File: config.mk
export PLATFORM = sky130hd
export DESIGN_NAME = mmio_regs
export DESIGN_NICKNAME = d
export VERILOG_FILES = /design/src/soc_pkg.sv /design/src/mmio_regs.sv
export SDC_FILE = /design/constraint.sdc
export NUM_CORES = 1
export LEC_CHECK = 0
export ABC_CLOCK_PERIOD_IN_PS = 3200
export BUFFER_PORTS_ARGS = -buffer_cell sky130_fd_sc_hd__buf_2
export CAP_MARGIN = 10
export CORE_MARGIN = 2
export CORE_UTILIZATION = 51
export DETAILED_ROUTE_END_ITERATION = 6
export GPL_TIMING_DRIVEN = 0
export PLACE_DENSITY = 0.87
export SYNTH_ARGS = -nofsm -noshare
export SYNTH_HDL_FRONTEND = slang
export SYNTH_SLANG_ARGS = --single-unit
File: constraint.sdc
create_clock -name clkConstrained -period 3.2 [get_ports clkConstrained]
set_input_delay 0.64 -clock clkConstrained [delete_from_list [all_inputs] [get_ports clkConstrained]]
set_output_delay 0.64 -clock clkConstrained [all_outputs]
set_load 0.005 [all_outputs]
File: src/soc_pkg.sv
package soc_pkg;

    // core clock in MHz, also cycles per microsecond
    localparam int FMAX_MHZ = 18;

    // prescaler for the microsecond counter
    localparam int PRESC_W = $clog2(FMAX_MHZ);
    localparam logic [PRESC_W-1:0] PRESC_LAST = PRESC_W'(FMAX_MHZ - 1);

    // shared instruction/data RAM
    localparam int RAM_WORDS = 1024;
    localparam int RAM_AW = $clog2(RAM_WORDS);

    // register window, top nibble all ones
    localparam logic [31:0] MMIO_BASE = 32'hF000_0000;

    // register offsets, low 5 bits of the byte address
    localparam logic [4:0] REG_MTIME_LO = 5'h00;
    localparam logic [4:0] REG_MTIME_HI = 5'h04;
    localparam logic [4:0] REG_MTIMECMP_LO = 5'h08;
    localparam logic [4:0] REG_MTIMECMP_HI = 5'h0C;
    localparam logic [4:0] REG_CYCLE_LO = 5'h10;
    localparam logic [4:0] REG_CYCLE_HI = 5'h14;
    localparam logic [4:0] REG_GP = 5'h18;
    // any write sets the sticky flag
    localparam logic [4:0] REG_EXIT = 5'h1C;

endpackage

File: src/mmio_regs.sv
`timescale 1ns/1ps

module mmio_regs (
    input  logic        clkConstrained,
    input  logic        rst,
    input  logic        reg_sel,
    input  logic [4:0]  reg_offset,
    input  logic        reg_we,
    input  logic [31:0] reg_wdata,
    input  logic [31:0] reg_wmask,
    input  logic [63:0] cycle,
    input  logic [63:0] mtime,
    output logic [31:0] reg_rdata,
    output logic [31:0] gp,
    output logic [5:0]  led,
    output logic        exited,
    output logic        timer_irq
);

    logic [63:0] mtimecmp;
    logic [31:0] rd_mux;

    function automatic logic [31:0] merge(input logic [31:0] old_val);
        merge = (old_val & ~reg_wmask) | (reg_wdata & reg_wmask);
    endfunction

    always_ff @(posedge clkConstrained) begin
        if (rst) begin
            mtimecmp <= '1;
            gp <= 32'd0;
            exited <= 1'b0;
        end else if (reg_we) begin
            case (reg_offset)
                soc_pkg::REG_MTIMECMP_LO: mtimecmp[31:0] <= merge(mtimecmp[31:0]);
                soc_pkg::REG_MTIMECMP_HI: mtimecmp[63:32] <= merge(mtimecmp[63:32]);
                soc_pkg::REG_GP: gp <= merge(gp);
                soc_pkg::REG_EXIT: exited <= 1'b1;
                default: ;
            endcase
        end
    end

    always_comb begin
        case (reg_offset)
            soc_pkg::REG_MTIME_LO: rd_mux = mtime[31:0];
            soc_pkg::REG_MTIME_HI: rd_mux = mtime[63:32];
            soc_pkg::REG_MTIMECMP_LO: rd_mux = mtimecmp[31:0];
            soc_pkg::REG_MTIMECMP_HI: rd_mux = mtimecmp[63:32];
            soc_pkg::REG_CYCLE_LO: rd_mux = cycle[31:0];
            soc_pkg::REG_CYCLE_HI: rd_mux = cycle[63:32];
            soc_pkg::REG_GP: rd_mux = gp;
            soc_pkg::REG_EXIT: rd_mux = {31'd0, exited};
            default: rd_mux = 32'd0;
        endcase
    end

    // read data lands one cycle after the select
    always_ff @(posedge clkConstrained) begin
        if (reg_sel) begin
            reg_rdata <= rd_mux;
        end
    end

    // leds are active low
    always_ff @(posedge clkConstrained) begin
        if (rst) begin
            led <= 6'h3F;
        end else begin
            led <= ~gp[5:0];
        end
    end

    assign timer_irq = (mtime >= mtimecmp);

    // exit flag is sticky until the next reset
    a_exit_sticky: assert property (
        @(posedge clkConstrained) disable iff (rst)
        exited |=> exited
    ) else $error("exited fell without reset");

endmodule

==> out/results.tsv <==
metric	value	unit
CTS root buf	clkbuf_16	
Vias	9014	
peak supply drop	342	uV
Synth Register Bits	135	
Power Total	4290	uW
status	finished with violations	
Detail Placement HPWL	22.6	mm
critical path endpoint category	output port	
final worst path period share	0.988	
Worst Slack Setup Final	0.0390	ns
largest net degree at the start of global routing	33	
H-tree depth	4	
Main synth FF type	dfxtp_1	
Synth area leader	dfxtp_1	
Max stage delay cell, worst path	a221o_1	
chip height	128	um
Max clock buf depth	2	
failing checks	design-rule violations	
post-synthesis sequential area ratio	0.388	
RSZ-0062 raised after global routing	true	
post-route ant nets	0	
WP data required	2.56	ns
Setup crit start kind	register	
placer congestion estimate	0.957	
WP buf/inv	2	
CP top delay family	compound AO/OA/AOI/OAI gates	
Final Hold Viols	0	
number of flops mapped to enable cells by yosys	32	
Remaining DRCs	15	
Power Dens Cells	425	mW/mm2
Hold WC Path Type	register to register	
Sink Count	135	
P&R area growth vs syn	29.6	%
Die W	128	um
die area	0.0163	mm2
mapped cell area	0.00780	mm2
Total Routing Usage GR	0.382	
crit path cell chain	inv_1 -> ha_1 -> a21oi_2 -> o21ai_1 -> a221o_1 -> o31a_1 -> nor4_2 -> o21ai_1 -> buf_2	
cells after synthesis	877	
crit path DAT	2.52	ns
Port Buffer Count	270	
Leakage Power	0.00487	uW
final-report setup violation count	0	
Final #Nets	1433	
Initial Util	0.517	
largest cells by area after synthesis	dfxtp_1, edfxtp_1, ha_1	
max-slew violation count	0	
share of cells above drive strength 1	0.296	
Worst-Skew Late Latency	0.43	ns
actual slew at the worst max-slew pin	1.02	ns
CTS tree	yes	
Ports	273	
final wirelength	32.2	mm
syn_area_per_cell	8.89	um2
area share of the largest cell type after synthesis	0.264	
crit path time final	3.16	ns
Worst path most repeated cell	o21ai_1	
initial antenna violation count	6	
via count of the first global-routing pass	8462	
pre-CTS WS	-0.159	ns
FP Rows	45	
Pre-antenna DRT Iters	7	
Synth cell types	44	
Max-cap violations	0	
1st-iter DRT viols	1128	
Reg clk slew, reported paths	0.06	ns
most common cell after layout, fill and taps aside	buf_2	
Crit Path Max Fanout	2	
Setup Skew	0.00886	ns
first-pass GRT wire length	46.8	mm
Setup CP Type	register to output port	
Mapped Nets	1142	
hold buffers post-CTS	0	
commonest cells after routing, fill and taps aside	buf_2, a21oi_1, nand2_1	
YS warnings	0	
asr flop ratio synth	0	
CP peak stage delay	0.36	ns
Core ar.	0.0151	mm2
Avg Vias per Cell	6.56	
Fmax	316	MHz
post-DR wirelength/cell	23.4	um
total CTS buffers	17	
Slew headroom	0.320	
grt total ovfl	0	
==> repair_timing <==
action | 4_1_cts | 5_1_grt
setup endpoints to repair | 1 | 1
gates resized for setup | 10 | 5
buffers inserted | 1 | 1
pin swaps | 4 | 2
==> cells by family after synthesis <==
kind of cell / after synthesis / synth area share
muxes: 17 / 0.0236
DFF: 135 / 0.388
AOI/OAI and AO/OA: 312 / 0.282
and+or+nand+nor: 227 / 0.136
buffers and inverters: 122 / 0.0683
adders and majority gates: 64 / 0.103
==> power by group <==
part | total (uW) | internal (uW) | switching [uW] | leakage [uW]
combinational | 505 | 199 | 306 | 0.00342
sequential | 1790 | 1780 | 10.6 | 0.00117
clock | 2000 | 1240 | 757 | 0.000283
total | 4290 | 3220 | 1070 | 0.00487
==> metal layers <==
metal | part of all wire | vias to the layer above | global-route usage
met3 | 0.13 | 177 | 0.105
met1 | 0.36 | 4156 | 0.470
met2 | 0.45 | 749 | 0.603
li1 | - | 3932 | -
met5 | 0 | - | 0
met4 | 0.061 | 0 | 0.224
==> path summary, 6_finish.rpt <==
path	from	end	slack, ns	cells past startpoint
worst max-delay path	register	timer_irq	0.04	9
worst min-delay path	register	led[4]	0.42	1
worst max register to register	register	reg_rdata[0]	1.73	4
worst min register to register	register	led[4]	0.42	1
==> through the flow <==
stage | utilization | hold slack, ns | std cells | setup TNS (ns) | area (um2)
6_report | 0.670 | 0.423 | 1375 | 0 | 10100
4_1_cts | 0.664 | 0.428 | 1368 | 0 | 10000
3_3_place_gp | 0.622 | 0.410 | 1335 | -0.179 | 9390
5_1_grt | 0.670 | 0.451 | 1375 | -0.0143 | 10100
2_1_floorplan | - | 0.411 | 877 | 0 | 7800
3_5_place_dp | 0.622 | 0.415 | 1335 | -0.159 | 9390
==> cells in the mapped netlist (2+ instances only) <==
master and instances:
dfxtp_1 103, and3_1 3, nand2_1 106, buf_2 18, a31oi_1 2, a22oi_1 63, ha_1 64, a222oi_1 16
clkbuf_1 28, nor4_1 5, buf_6 6, buf_1 2, a311o_1 64, o21ai_0 19, o31ai_1 2, nor2_1 8
a22o_1 4, o211ai_1 2, nand4_1 15, a21boi_0 2, a21o_1 12, nand2b_1 8, mux2_2 11, nor2b_1 3
and2_1 2, nor3_1 3, edfxtp_1 32, buf_4 2, inv_1 66, mux2i_1 6, a21oi_1 120, nand3_1 68
==> worst register-to-register path: stages, from the launching register on <==
cell	delay, ns
dfxtp_1	0.36
mux2i_1	0.17
o21ai_0	0.14
a222oi_1	0.39
o31ai_1	0.14
==> cell type report <==
class / count / area (um2)
diodes: 6 / 15.0
plain buffers: 56 / 285
clock buffers: 23 / 458
clock inverters: 9 / 125
fillers: 1209 / 4980
inverters: 66 / 248
multi-input cells: 620 / 4350
flip-flops and latches: 135 / 3020
well taps: 188 / 235
repair buffers: 272 / 1370
No activity file was read; power rests on OpenSTA's default activity.
