### src/soc_pkg.sv
package soc_pkg;

    // core clock in MHz, also cycles per microsecond
    localparam int FMAX_MHZ = 18;

    // prescaler for the microsecond counter
    localparam int PRESC_W = $clog2(FMAX_MHZ);
    localparam logic [PRESC_W-1:0] PRESC_LAST = PRESC_W'(FMAX_MHZ - 1);

    // shared instruction/data RAM
    localparam int RAM_WORDS = 1024;
    localparam int RAM_AW = $clog2(RAM_WORDS);

    // register window, top nibble all ones
    localparam logic [31:0] MMIO_BASE = 32'hF000_0000;

    // register offsets, low 5 bits of the byte address
    localparam logic [4:0] REG_MTIME_LO = 5'h00;
    localparam logic [4:0] REG_MTIME_HI = 5'h04;
    localparam logic [4:0] REG_MTIMECMP_LO = 5'h08;
    localparam logic [4:0] REG_MTIMECMP_HI = 5'h0C;
    localparam logic [4:0] REG_CYCLE_LO = 5'h10;
    localparam logic [4:0] REG_CYCLE_HI = 5'h14;
    localparam logic [4:0] REG_GP = 5'h18;
    // any write sets the sticky flag
    localparam logic [4:0] REG_EXIT = 5'h1C;

endpackage

### src/mem_ctrl.sv
`timescale 1ns/1ps

module mem_ctrl (
    input  logic                       clkConstrained,
    input  logic                       rst,
    input  logic                       inst_start,
    output logic                       inst_ready,
    input  logic [31:0]                i_addr,
    output logic [31:0]                inst,
    output logic                       inst_valid,
    input  logic                       d_cmd_start,
    input  logic                       d_cmd_write,
    output logic                       d_cmd_ready,
    input  logic [31:0]                d_addr,
    input  logic [31:0]                wdata,
    input  logic [31:0]                wmask,
    output logic [31:0]                rdata,
    output logic                       rdata_valid,
    input  logic                       exited,
    output logic [soc_pkg::RAM_AW-1:0] ram_addr,
    output logic                       ram_we,
    output logic [31:0]                ram_wdata,
    output logic [31:0]                ram_wmask,
    input  logic [31:0]                ram_rdata,
    output logic                       reg_sel,
    output logic [4:0]                 reg_offset,
    output logic                       reg_we,
    output logic [31:0]                reg_wdata,
    output logic [31:0]                reg_wmask,
    input  logic [31:0]                reg_rdata
);

    localparam int AW = soc_pkg::RAM_AW;

    // issue slot, one access per cycle
    logic          iss_valid;
    logic          iss_inst;
    logic          iss_write;
    logic          iss_reg;
    logic [AW-1:0] iss_word;
    logic [4:0]    iss_offset;
    logic [31:0]   iss_wdata;
    logic [31:0]   iss_wmask;
    // fetch held back by a colliding data command
    logic          hold_valid;
    logic [AW-1:0] hold_word;
    // read data arriving from RAM or registers
    logic          ret_valid;
    logic          ret_inst;
    logic          ret_reg;
    logic          d_is_reg;

    assign d_is_reg = (d_addr[31:28] == soc_pkg::MMIO_BASE[31:28]);

    always_ff @(posedge clkConstrained) begin
        if (rst) begin
            iss_valid <= 1'b0;
            iss_inst <= 1'b0;
            iss_write <= 1'b0;
            iss_reg <= 1'b0;
            hold_valid <= 1'b0;
            ret_valid <= 1'b0;
            ret_inst <= 1'b0;
            ret_reg <= 1'b0;
            inst_valid <= 1'b0;
            rdata_valid <= 1'b0;
            inst_ready <= 1'b1;
            d_cmd_ready <= 1'b1;
        end else begin
            // data wins a same-edge collision
            if (d_cmd_start) begin
                iss_valid <= 1'b1;
                iss_inst <= 1'b0;
                iss_write <= d_cmd_write;
                iss_reg <= d_is_reg;
            end else if (inst_start || hold_valid) begin
                iss_valid <= 1'b1;
                iss_inst <= 1'b1;
                iss_write <= 1'b0;
                iss_reg <= 1'b0;
            end else begin
                iss_valid <= 1'b0;
            end
            hold_valid <= d_cmd_start && (inst_start || hold_valid);

            ret_valid <= iss_valid && !iss_write;
            ret_inst <= iss_inst;
            ret_reg <= iss_reg;

            inst_valid <= ret_valid && ret_inst;
            rdata_valid <= ret_valid && !ret_inst;

            // ready comes back with the valid, or right after a write
            if (ret_valid && ret_inst) begin
                inst_ready <= 1'b1;
            end
            if ((ret_valid && !ret_inst) || (iss_valid && iss_write)) begin
                d_cmd_ready <= 1'b1;
            end
            if (inst_start) begin
                inst_ready <= 1'b0;
            end
            if (d_cmd_start) begin
                d_cmd_ready <= 1'b0;
            end
        end
    end

    always_ff @(posedge clkConstrained) begin
        if (d_cmd_start) begin
            iss_word <= d_addr[AW+1:2];
            iss_offset <= d_addr[4:0];
            iss_wdata <= wdata;
            iss_wmask <= wmask;
        end else if (inst_start) begin
            iss_word <= i_addr[AW+1:2];
        end else if (hold_valid) begin
            iss_word <= hold_word;
        end
        if (inst_start) begin
            hold_word <= i_addr[AW+1:2];
        end
        if (ret_valid && ret_inst) begin
            inst <= ram_rdata;
        end
        if (ret_valid && !ret_inst) begin
            rdata <= ret_reg ? reg_rdata : ram_rdata;
        end
    end

    // writes are dropped once the exit flag is up
    assign ram_addr = iss_word;
    assign ram_we = iss_valid && iss_write && !iss_reg && !exited;
    assign ram_wdata = iss_wdata;
    assign ram_wmask = iss_wmask;

    assign reg_sel = iss_valid && iss_reg;
    assign reg_offset = iss_offset;
    assign reg_we = reg_sel && iss_write && !exited;
    assign reg_wdata = iss_wdata;
    assign reg_wmask = iss_wmask;

    a_inst_start_ready: assert property (
        @(posedge clkConstrained) disable iff (rst)
        inst_start |-> inst_ready
    ) else $error("inst_start while inst_ready low");

    a_d_start_ready: assert property (
        @(posedge clkConstrained) disable iff (rst)
        d_cmd_start |-> d_cmd_ready
    ) else $error("d_cmd_start while d_cmd_ready low");

    a_valid_onehot: assert property (
        @(posedge clkConstrained) disable iff (rst)
        !(inst_valid && rdata_valid)
    ) else $error("inst_valid and rdata_valid in the same cycle");

endmodule

### config.mk
export PLATFORM = sky130hd
export DESIGN_NAME = mem_ctrl
export DESIGN_NICKNAME = d
export VERILOG_FILES = /design/src/soc_pkg.sv /design/src/mem_ctrl.sv
export SDC_FILE = /design/constraint.sdc
export NUM_CORES = 1
export LEC_CHECK = 0
export BUFFER_PORTS_ARGS = -buffer_cell sky130_fd_sc_hd__buf_2
export CORE_AREA = 2 2 158 160
export CTS_CLUSTER_DIAMETER = 50
export DETAILED_ROUTE_END_ITERATION = 8
export DIE_AREA = 0 0 160 162
export HOLD_SLACK_MARGIN = 0.08
export SLEW_MARGIN = 20
export SYNTH_ARGS = -nofsm -noshare
export SYNTH_HDL_FRONTEND = slang
export SYNTH_SLANG_ARGS = --single-unit
export TNS_END_PERCENT = 100
### constraint.sdc
create_clock -name clkConstrained -period 2.1 [get_ports clkConstrained]
set_input_delay 0.42 -clock clkConstrained [delete_from_list [all_inputs] [get_ports clkConstrained]]
set_output_delay 0.42 -clock clkConstrained [all_outputs]
set_load 0.02 [all_outputs]
==> out/metrics.csv <==
metric,value,unit
die area,0.0259,mm2
worst endpoint required time,1680,ps
mean area per synthesized cell,19.1,um2
combinational power share,11.5,%
Num CTS Buffers,17,
CTS tree,built,
Design Power,8.06,mW
final wirelength,16200,um
Post-Syn Instances,328,
Syn. warnings,0,
Final nets,853,
Synth Cell Area,0.00627,mm2
"top cells by area, synth","edfxtp_1, buf_4, mux2_4, dfxtp_1, mux2i_1",
clock share of power,40.3,%
vias,3893,
GRT busiest layer,met2,
sequential area share after synthesis,77.1,%
pwr dens,930,mW/mm2
antenna violations before repair,2,
final setup margin,382,ps
die height,162,um
clock period minus worst slack,1720,ps
"Cell Area, Placed",0.00804,mm2
top-count cell post-synth,edfxtp_1,
first-pass GRT wire length,22800,um
Worst VDD drop,551,uV
Die X,160,um
Antenna Nets Post-Route,0,
CP Cell Sequence,"nor4bb_1, buf_2",
Placed Cells,960,
dpl hpwl,12600,um
Yosys top cell area share,73.3,%
post-route setup TNS,0,ps
main flop type after synthesis,edfxtp_1,
port buffer count,373,
Area Growth Syn to Fin,38.3,%
Core Area,0.0241,mm2
Synth Register Bits,165,
post-CTS sizing,0,
HP Class,in2reg,
final hold vios,0,
Post-synth EDFFs,153,
vias per cell,3.92,
kind of end point of the critical path,primary output,
# setup viols final,0,
worst skew pair latency,420,ps
sw power,2.17,mW
syn nets,526,
hold-fix buffers at CTS,0,
asr flop ratio synth,0,%
Worst Max-Slew Pin Slew,496,ps
DRT Pass-1 Iters,4,
worst hold slack,169,ps
internal power,5.89,mW
largest net degree at the start of global routing,59,
static leakage,3.77,nW
Clock Tree Buf Depth,2,
M2 GR Usage,18.8,%
clk slew on worst S/H paths,80,ps
RSZ-0062 raised after global routing,no,
share of post-route cells with drive strength above 1,67.1,%
I/O Pins,412,
Max Clock Skew,12.8,ps
max cap viols,0,
WL/cell,16.4,um
initial core utilization,26.0,%
Post-CTS Setup Bufs,0,
GR Util met1,15.2,%
CP max-delay cell,dfxtp_1,
post-layout util,36.0,%
clock sink total,165,
CTS root buffer,clkbuf_16,
Tot GR Track Use,11.9,%
sequential share of power,48.2,%
Detailed Route Iter0 Violations,212,
M3 GR Usage,3.65,%
Final Cycle Share,81.8,%
number of distinct library cells after synthesis,29,
relative slew slack,66.9,%
max frequency,582,MHz
Routability Congestion,0.789,
Max Slew Vio Count,0,
Site Rows,57,
fin cells,993,
dpl ws,566,ps
"top cells by count, synth","edfxtp_1, buf_4, mux2_4",
Critical Path Source Type,flip-flop,
cell taking the most area after synthesis,edfxtp_1,
vias in the first global route,3754,
status,completed,
design area,0.00867,mm2
CP top delay family,flip-flops,
total gr overflow,0,
CP Max Fanout,5,
H-Tree Depth,4,
Sw Ratio,27.0,%
DRC viols,0,
WS Path Type,reg2out,
WP data arrival,1300,ps
CP peak stage delay,390,ps
crit path buf inv count,1,
==> logic make-up (layout without fill, tap and decap cells) <==
| logic type | count (synthesis) | count (layout) | synth area share, % |
|---|---|---|---|
| buffers and inverters | 76 | 416 | 9.68 |
| AOI/OAI and AO/OA | 16 | 16 | 1.46 |
| other | 0 | 1 | 0 |
| DFF | 165 | 165 | 77.1 |
| and+or+nand+nor | 29 | 29 | 2.60 |
| muxes | 42 | 42 | 9.14 |
==> cell usage in the layout, fill, tap and decap left out, drive strengths merged <==
cell | Yosys | final
o21ai | 11 | 11
nor2 | 4 | 4
clkinv | 0 | 6
clkinvlp | 0 | 1
nor4bb | 1 | 1
edfxtp | 153 | 153
nand2 | 10 | 10
dfxtp | 12 | 12
nor2b | 3 | 3
nor3 | 3 | 3
buf | 72 | 381
inv | 3 | 10
bufinv | 0 | 1
mux2 | 32 | 32
mux2i | 10 | 10
nand2b | 2 | 2
a32o | 1 | 1
a31oi | 1 | 1
clkbuf | 1 | 17
a2bb2o | 1 | 1
diode | 0 | 1
nand4 | 1 | 1
a21oi | 2 | 2
and4b | 1 | 1
nor3b | 1 | 1
and2 | 3 | 3
==> layout make-up <==
| cell class | instances | area (um2) |
|---|---|---|
| antenna | 1 | 2.50 |
| clock buffer | 17 | 425 |
| clock inverter | 15 | 206 |
| fill | 2383 | 15400 |
| inverter | 3 | 11.3 |
| multi-input combinational | 87 | 828 |
| sequential | 165 | 4840 |
| tap | 324 | 405 |
| timing repair buffer | 381 | 1950 |
==> worst paths after layout <==
check             startpoint       endpoint  slack [ps]  cells past startpoint
hold reg to reg     iss_inst       ret_inst         470                      1
setup reg to reg     ret_reg      rdata[28]         630                      2
hold / removal     wmask[21]  ram_wmask[21]         170                      1
setup / recovery   iss_valid         ram_we         380                      2
==> routing by layer <==
metal  routed length, um  vias to the layer above
li1                    -                     1813
met2                7870                      202
met1                6820                     1852
met3                1110                       24
met4                 433                        2
met5                   7                        -
==> worst register-to-register path: stages (launching register included) <==
cell and delay (ps):
dfxtp_2 640, buf_12 250, mux2_4 330
==> power by group through the flow <==
stage               logic (mW)  registers [mW]  clock network (mW)
CTS                      0.936            3.89                3.36
global placement         0.925            3.96                   0
finish                   0.925            3.88                3.25
floorplan                0.384            4.15                   0
global route             0.977            3.90                3.47
detailed placement       0.935            3.96                   0
No activity file was read; power rests on OpenSTA's default activity.
