<file path="src/soc_pkg.sv">
package soc_pkg;

    // core clock in MHz, also cycles per microsecond
    localparam int FMAX_MHZ = 18;

    // prescaler for the microsecond counter
    localparam int PRESC_W = $clog2(FMAX_MHZ);
    localparam logic [PRESC_W-1:0] PRESC_LAST = PRESC_W'(FMAX_MHZ - 1);

    // shared instruction/data RAM
    localparam int RAM_WORDS = 1024;
    localparam int RAM_AW = $clog2(RAM_WORDS);

    // register window, top nibble all ones
    localparam logic [31:0] MMIO_BASE = 32'hF000_0000;

    // register offsets, low 5 bits of the byte address
    localparam logic [4:0] REG_MTIME_LO = 5'h00;
    localparam logic [4:0] REG_MTIME_HI = 5'h04;
    localparam logic [4:0] REG_MTIMECMP_LO = 5'h08;
    localparam logic [4:0] REG_MTIMECMP_HI = 5'h0C;
    localparam logic [4:0] REG_CYCLE_LO = 5'h10;
    localparam logic [4:0] REG_CYCLE_HI = 5'h14;
    localparam logic [4:0] REG_GP = 5'h18;
    // any write sets the sticky flag
    localparam logic [4:0] REG_EXIT = 5'h1C;

endpackage

</file>
<file path="src/time_counters.sv">
`timescale 1ns/1ps

module time_counters (
    input  logic        clkConstrained,
    input  logic        rst,
    output logic [63:0] cycle,
    output logic [63:0] mtime
);

    logic [soc_pkg::PRESC_W-1:0] presc;

    always_ff @(posedge clkConstrained) begin
        if (rst) begin
            cycle <= 64'd0;
            mtime <= 64'd0;
            presc <= '0;
        end else begin
            // free running, one per clock
            cycle <= cycle + 64'd1;
            // one microsecond every FMAX_MHZ clocks
            if (presc == soc_pkg::PRESC_LAST) begin
                mtime <= mtime + 64'd1;
                presc <= '0;
            end else begin
                presc <= presc + 1'b1;
            end
        end
    end

    // prescaler wraps before it can reach FMAX_MHZ
    a_presc_range: assert property (
        @(posedge clkConstrained) disable iff (rst)
        presc <= soc_pkg::PRESC_LAST
    ) else $error("prescaler out of range: %0d", presc);

endmodule

</file>
<file path="config.mk">
export PLATFORM = sky130hd
export DESIGN_NAME = time_counters
export DESIGN_NICKNAME = d
export VERILOG_FILES = /design/src/soc_pkg.sv /design/src/time_counters.sv
export SDC_FILE = /design/constraint.sdc
export NUM_CORES = 1
export LEC_CHECK = 0
export BUFFER_PORTS_ARGS = -buffer_cell sky130_fd_sc_hd__buf_4
export CAP_MARGIN = 10
export CORE_AREA = 5 5 110 112
export DETAILED_ROUTE_END_ITERATION = 6
export DIE_AREA = 0 0 115 117
export PLACE_DENSITY = 0.89
export SLEW_MARGIN = 20
export SYNTH_ARGS = -nofsm -noshare
export SYNTH_HDL_FRONTEND = slang
export SYNTH_SLANG_ARGS = --single-unit
</file>
<file path="constraint.sdc">
create_clock -name clkConstrained -period 5.65 [get_ports clkConstrained]
set_input_delay 1.13 -clock clkConstrained [delete_from_list [all_inputs] [get_ports clkConstrained]]
set_output_delay 1.13 -clock clkConstrained [all_outputs]
set_load 0.01 [all_outputs]
</file>
==> results of run 1 <==
-- synthesized netlist by cell type (4+ instances only) --
library cell	count	area share, %
dfxtp_1	133	42
nor2_1	78	4.6
a21oi_1	69	5.4
nand3_1	59	4.6
nand2_1	46	2.7
or3_1	46	4.5
o21ai_0	45	3.5
nand4_1	40	3.9
xor2_1	34	4.7
xnor2_1	26	3.6
clkbuf_1	21	1.2
or4_1	20	2.4
and3_1	19	1.9
o31ai_1	19	2.2
nor4_1	12	1.2
and4_1	11	1.5
nor3_1	11	0.86
inv_1	10	0.59
buf_2	6	0.47
and2_1	5	0.49
ha_1	4	0.78
nand4_2	4	0.78
nor4_4	4	1.3
-- cell usage in the layout (no fill, tap or decap), types with 4 or more instances in the layout --
cell       Yosys  layout
o31ai_1       19      19
nor3_1        11      11
nand2_1       46      46
and3_1        19      19
nand4_1       40      40
clkbuf_8       0       4
xor2_1        34      34
a21oi_1       69      69
xnor2_1       26      26
o21ai_0       45      45
nor4_4         4       4
and2_1         5       5
or3_1         46      46
nand4_2        4       4
nor4_1        12      12
nor2_1        78      78
ha_1           4       4
or4_1         20      20
inv_1         10      10
buf_4          0     131
clkbuf_16      0      17
nand3_1       59      59
bufinv_16      0       4
and4_1        11      11
dfxtp_1      133     133
-- power by group through the flow --
stage	clock network, uW	logic [uW]	registers (uW)
4_1_cts	1190	28.9	947
5_1_grt	1230	31.7	947
3_3_place_gp	0	28.3	967
3_5_place_dp	0	28.8	967
2_1_floorplan	0	20.8	967
6_report	1170	28.4	947
-- critical path, cell delays in order (launching register included) --
cell and delay, ns:
dfxtp_1 0.38, ha_1 0.26, nand4bb_4 0.23, nor3_4 0.34, nand4b_1 0.50, or4_1 0.66, a21oi_1 0.15
-- area by class of cell --
cell class	count	area [um^2]
Inverter	10	37.5
Clock inverter	8	145
Clock buffer	24	492
Tap cell	143	179
Multi-Input combinational cell	581	3560
Sequential cell	133	2660
Timing Repair Buffer	131	983
Fill cell	872	3070
-- registers in the layout (all words and copies together), names as in the netlist --
register and cells:
mtime 64, presc 5, cycle 64
-- cells by family after synthesis --
| family | count (synthesis) | share of synthesized area [%] |
|---|---|---|
| AOI/OAI and AO/OA | 136 | 11.6 |
| muxes | 1 | 0.177 |
| and+or+nand+nor | 380 | 35.0 |
| adders and majority gates | 4 | 0.785 |
| buffers and inverters | 39 | 2.41 |
| xor gates and xnor gates | 60 | 8.24 |
| DFF | 133 | 41.8 |
-- per-layer routing --
metal | routed length [um] | vias up
met5 | 0 | -
met4 | 232 | 0
met3 | 1140 | 25
met2 | 7810 | 213
met1 | 6880 | 2937
li1 | - | 3032
-- how the worst min path moves through the flow --
| stage | endpoint | cells past startpoint |
|---|---|---|
| 2_1_floorplan | presc[0] | 1 |
| 3_3_place_gp | cycle[63] | 2 |
| 3_5_place_dp | cycle[63] | 2 |
| 4_1_cts | cycle[63] | 2 |
| 5_1_grt | presc[0] | 1 |
| 6_report | cycle[63] | 2 |
-- metrics by stage --
step / util [%] / hold slack [ns]
6_report: 72.4 / 0.483
3_5_place_dp: 66.7 / 0.480
3_3_place_gp: 66.7 / 0.463
5_1_grt: 72.4 / 0.515
4_1_cts: 72.4 / 0.489
2_1_floorplan: - / 0.464
==> impl_metrics.ini, run 1 <==
[status]
status = complete, no violations

[yosys]
synth-seq-cells = 133
synthFlopType = dfxtp_1
seq_area_frac_synth_pct = 41.8
async_flop_share_pct = 0
syn_avg_cell_area_um2 = 8.47
syn_area_um2 = 6380
yosys_warnings = 0
synth_nets = 759
synth-edff-count = 0
synthCells = 753
synth.distinct_cells = 42

[sta]
finalClockSkew_ns = 0.00823
fin_tns_setup_ns = 0
setup_viol = 0
fin_ws_ns = 3.05
drv_slew = 0
rsz0062_at_grt = false
max_freq_mhz = 384
hold_violations = 0
worstMarginPinSlew_ns = 0.729
maxSlewHeadroom_pct = 51.4
finalCritPeriodShare_pct = 46.1
fin_crit_ns = 2.60

[hold_path]
holdCritStartpoint = cycle[63]
worstHoldPathType = reg -> reg

[floorplanning]
core_um2 = 11100
dieWidth_um = 115
dieHeight_um = 117
ios = 130
die_area_um2 = 13500
initial_core_util_pct = 57.3
placementRows = 39

[power_and_ir_drop]
p_sw_share_pct = 19.2
switchingPower_uw = 411
combPwrFrac_pct = 1.3
peakVddDrop_v = 0.000241
powerDensity_nw_per_um2 = 266
seqPwrFrac_pct = 44.1
clock_power_share_pct = 54.5
p_int_uw = 1730
total_power_uw = 2150
power_leakage_uw = 0.00289

[clock_tree]
post_cts_resized = 0
cts_buffers = 17
root_buffer = clkbuf_16
clkLatencyLatePin_ns = 0.42
post-cts-setup-buffers = 0
cts_sinks = 133
tritoncts = built
htree_levels = 4
cts_hold_buf = 0
clk_pin_slew_ns = 0.06
cts.path.max_buffers = 2

[placed_design]
place_inst = 998
pre_cts_ws_ns = 3.01
port_buffers = 129
place_area_um2 = 7420
dp_hpwl_mm = 11.0
gp_congestion = 0.889

[worst_setup_path]
rrSetupSlack_ns = 3.05
rr_startpoint = presc[0]
cp-end-kind = flop
cp.arrival_ns = 2.94
path_class = reg -> reg
crit_required_ns = 5.99
start_kind = flop
path_max_fanout = 17
crit_end = mtime[61]
cp-startpoint = presc[0]
reg2reg_depth = 6
regToRegEndpoint = mtime[61]

[global_routing]
overflow = 0
gr-usage-all-layers_pct = 24.3
gr-usage-met1_pct = 30.1
busiest_layer = met2
grt_pass1_wl_mm = 26.7
grt_pass1_vias = 5747
grt_max_degree = 74
grt_util_met3_pct = 6.48
grt_util_met2_pct = 40.7
antenna_found_initial = 0

[route]
num_vias = 6207
dr.pass1.iters = 5
dr.first_iter.drc_count = 583
via_per_inst = 6.03
drc = 0
wl_per_cell_um = 15.6
postRouteAntennaNets = 0
wl_mm = 16.1

[layout]
nNetsFinal = 880
antennaDiodeCount = 0
drive_gt1_share_pct = 20.6
instances_no_fill = 1030
area_growth_syn_to_layout_pct = 26.4
stdcell_area_um2 = 8060

[job]
maxCapViolCount = 0
Note: power is estimated with default switching activity, not from simulation.
==> run 2: changes to the inputs <==
--- a/config.mk
+++ b/config.mk
@@ -7,10 +7,10 @@
 export LEC_CHECK = 0
 export BUFFER_PORTS_ARGS = -buffer_cell sky130_fd_sc_hd__buf_4
 export CAP_MARGIN = 10
-export CORE_AREA = 5 5 110 112
+export CORE_AREA = 5 5 114 116
 export DETAILED_ROUTE_END_ITERATION = 6
-export DIE_AREA = 0 0 115 117
-export PLACE_DENSITY = 0.89
+export DIE_AREA = 0 0 119 121
+export PLACE_DENSITY = 0.84
 export SLEW_MARGIN = 20
 export SYNTH_ARGS = -nofsm -noshare
 export SYNTH_HDL_FRONTEND = slang
==> constraint.sdc (replaced) <==
create_clock -name clkConstrained -period 2.5 [get_ports clkConstrained]
set_input_delay 0.5 -clock clkConstrained [delete_from_list [all_inputs] [get_ports clkConstrained]]
set_output_delay 0.5 -clock clkConstrained [all_outputs]
set_load 0.01 [all_outputs]
==> impl_metrics.ini, run 2 (synthesis gave the netlist of run 1 again) <==
[status]
status = complete, no violations

[floorplanning]
core_um2 = 11800
ios = 130
initial_core_util_pct = 54.0
dieHeight_um = 121
placementRows = 40
dieWidth_um = 119
die_area_um2 = 14400

[route]
num_vias = 6230
wirelength_met1_mm = 7.02
dr.max_layer_used = met4
wl_per_cell_um = 15.3
dr.pass1.iters = 5
met2_wirelength_mm = 7.66
met3_length_mm = 1.13
postRouteAntennaNets = 0
via_per_inst = 5.92
dr.first_iter.drc_count = 563
wl_mm = 16.1
drc = 0

[sta]
maxSlewHeadroom_pct = 55.9
finalCritPeriodShare_pct = 91.0
worstMarginPinSlew_ns = 0.661
fin_crit_ns = 2.28
rsz0062_at_grt = false
hold_violations = 0
setup_viol = 0
drv_slew = 0
fin_tns_setup_ns = 0
finalClockSkew_ns = 0.00625
max_freq_mhz = 440

[layout]
area_growth_syn_to_layout_pct = 27.6
reg_top3 = cycle x64, mtime x64, presc x5
final_common_cell = buf_4
fill_cells = 958
fin_util_pct = 68.9
antennaDiodeCount = 0
layout_common_cells = 148 x buf_4, 133 x dfxtp_1, 78 x nor2_1
nNetsFinal = 898
stdcell_area_um2 = 8140
drive_gt1_share_pct = 22.4

[worst_setup_path]
cp.arrival_ns = 2.62
crit_required_ns = 2.85
path_class = reg -> reg
crit_family = simple AND/OR/NAND/NOR gates
path_max_fanout = 7
rrSetupSlack_ns = 0.22
cp-end-kind = flop
critical-path-max-stage-delay_ns = 0.45
start_kind = flop
path_cells = ha_1 > nand4bb_4 > nor4_4 > nand4_1 > or3_1 > a21oi_1
cp_slowest_cell = nor4_4
crit_buf_inv = 0

[power_and_ir_drop]
powerDensity_nw_per_um2 = 557
peakVddDrop_v = 0.000368
power_leakage_uw = 0.00297
total_power_uw = 4530

[global_routing]
overflow = 0
grt_pass1_vias = 5694
grt_max_degree = 63
grt_pass1_wl_mm = 27.6
antenna_found_initial = 0
gr-usage-all-layers_pct = 22.9

[clock_tree]
cts.path.max_buffers = 2
cts_sinks = 133
htree_levels = 4
cts_buffers = 17
root_buffer = clkbuf_16
clkLatencyLatePin_ns = 0.42
tritoncts = built
cts_hold_buf = 0
clk_pin_slew_ns = 0.06

[placed_design]
gp_congestion = 0.851
place_area_um2 = 7570
port_buffers = 129
dp_hpwl_mm = 11.4

[hold_path]
worstHoldPathType = reg -> reg

[job]
maxCapViolCount = 0
-- run 2: changes by cell type in the layout (fill, tap and decap cells not counted), sizes merged --
cell | before | now
buf | 131 | 149
clkinv | 2 | 9
bufinv | 4 | 1
clkbuf | 24 | 21
clkinvlp | 2 | 1
-- run 2: metal layers --
layer	vias to the layer above	track usage [%]
met5	-	0
met4	0	8.54
met3	26	5.03
met2	231	37.0
met1	2910	30.0
li1	3063	-
-- run 2: per-stage QoR --
| stage | std cells | hold slack [ns] | setup slack (ns) |
|---|---|---|---|
| detailed placement | 1019 | 0.465 | 0.242 |
| finish | 1052 | 0.486 | 0.225 |
| global route | 1052 | 0.518 | 0.00421 |
| floorplan | 753 | 0.464 | 0.414 |
| CTS | 1051 | 0.480 | 0.197 |
| global placement | 1019 | 0.458 | 0.277 |
-- run 2: power breakdown --
| part | internal, uW | switching [uW] |
|---|---|---|
| sequential | 2130 | 9.82 |
| combinational | 22.1 | 47.0 |
| clock | 1430 | 895 |
-- run 2: worst paths after layout --
path              cells after the start  startpoint        end
setup / recovery                      6    presc[0]  mtime[46]
hold / removal                        2   cycle[63]  cycle[63]
setup reg to reg                      6    presc[0]  mtime[46]
hold reg to reg                       2   cycle[63]  cycle[63]
-- run 2: timing repair --
| item | 4_1_cts | 5_1_grt |
|---|---|---|
| setup endpoints to repair | 0 | 5 |
| resized for setup | 0 | 1 |
| buffers inserted | 0 | 1 |
-- run 2: area by class of cell --
cell class	count	area, um^2	area share [%]
Inverter	10	37.5	0.461
Tap cell	147	184	2.26
Clock inverter	11	82.6	1.01
Multi-Input combinational cell	581	3570	43.9
Timing Repair Buffer	149	1130	13.9
Sequential cell	133	2660	32.7
Clock buffer	21	470	5.78
-- run 2: worst min-delay path: cells and delay by family (launching register included) --
family             cells  cell delay, ns
DFF                    1            0.31
AOI/OAI and AO/OA      2            0.13
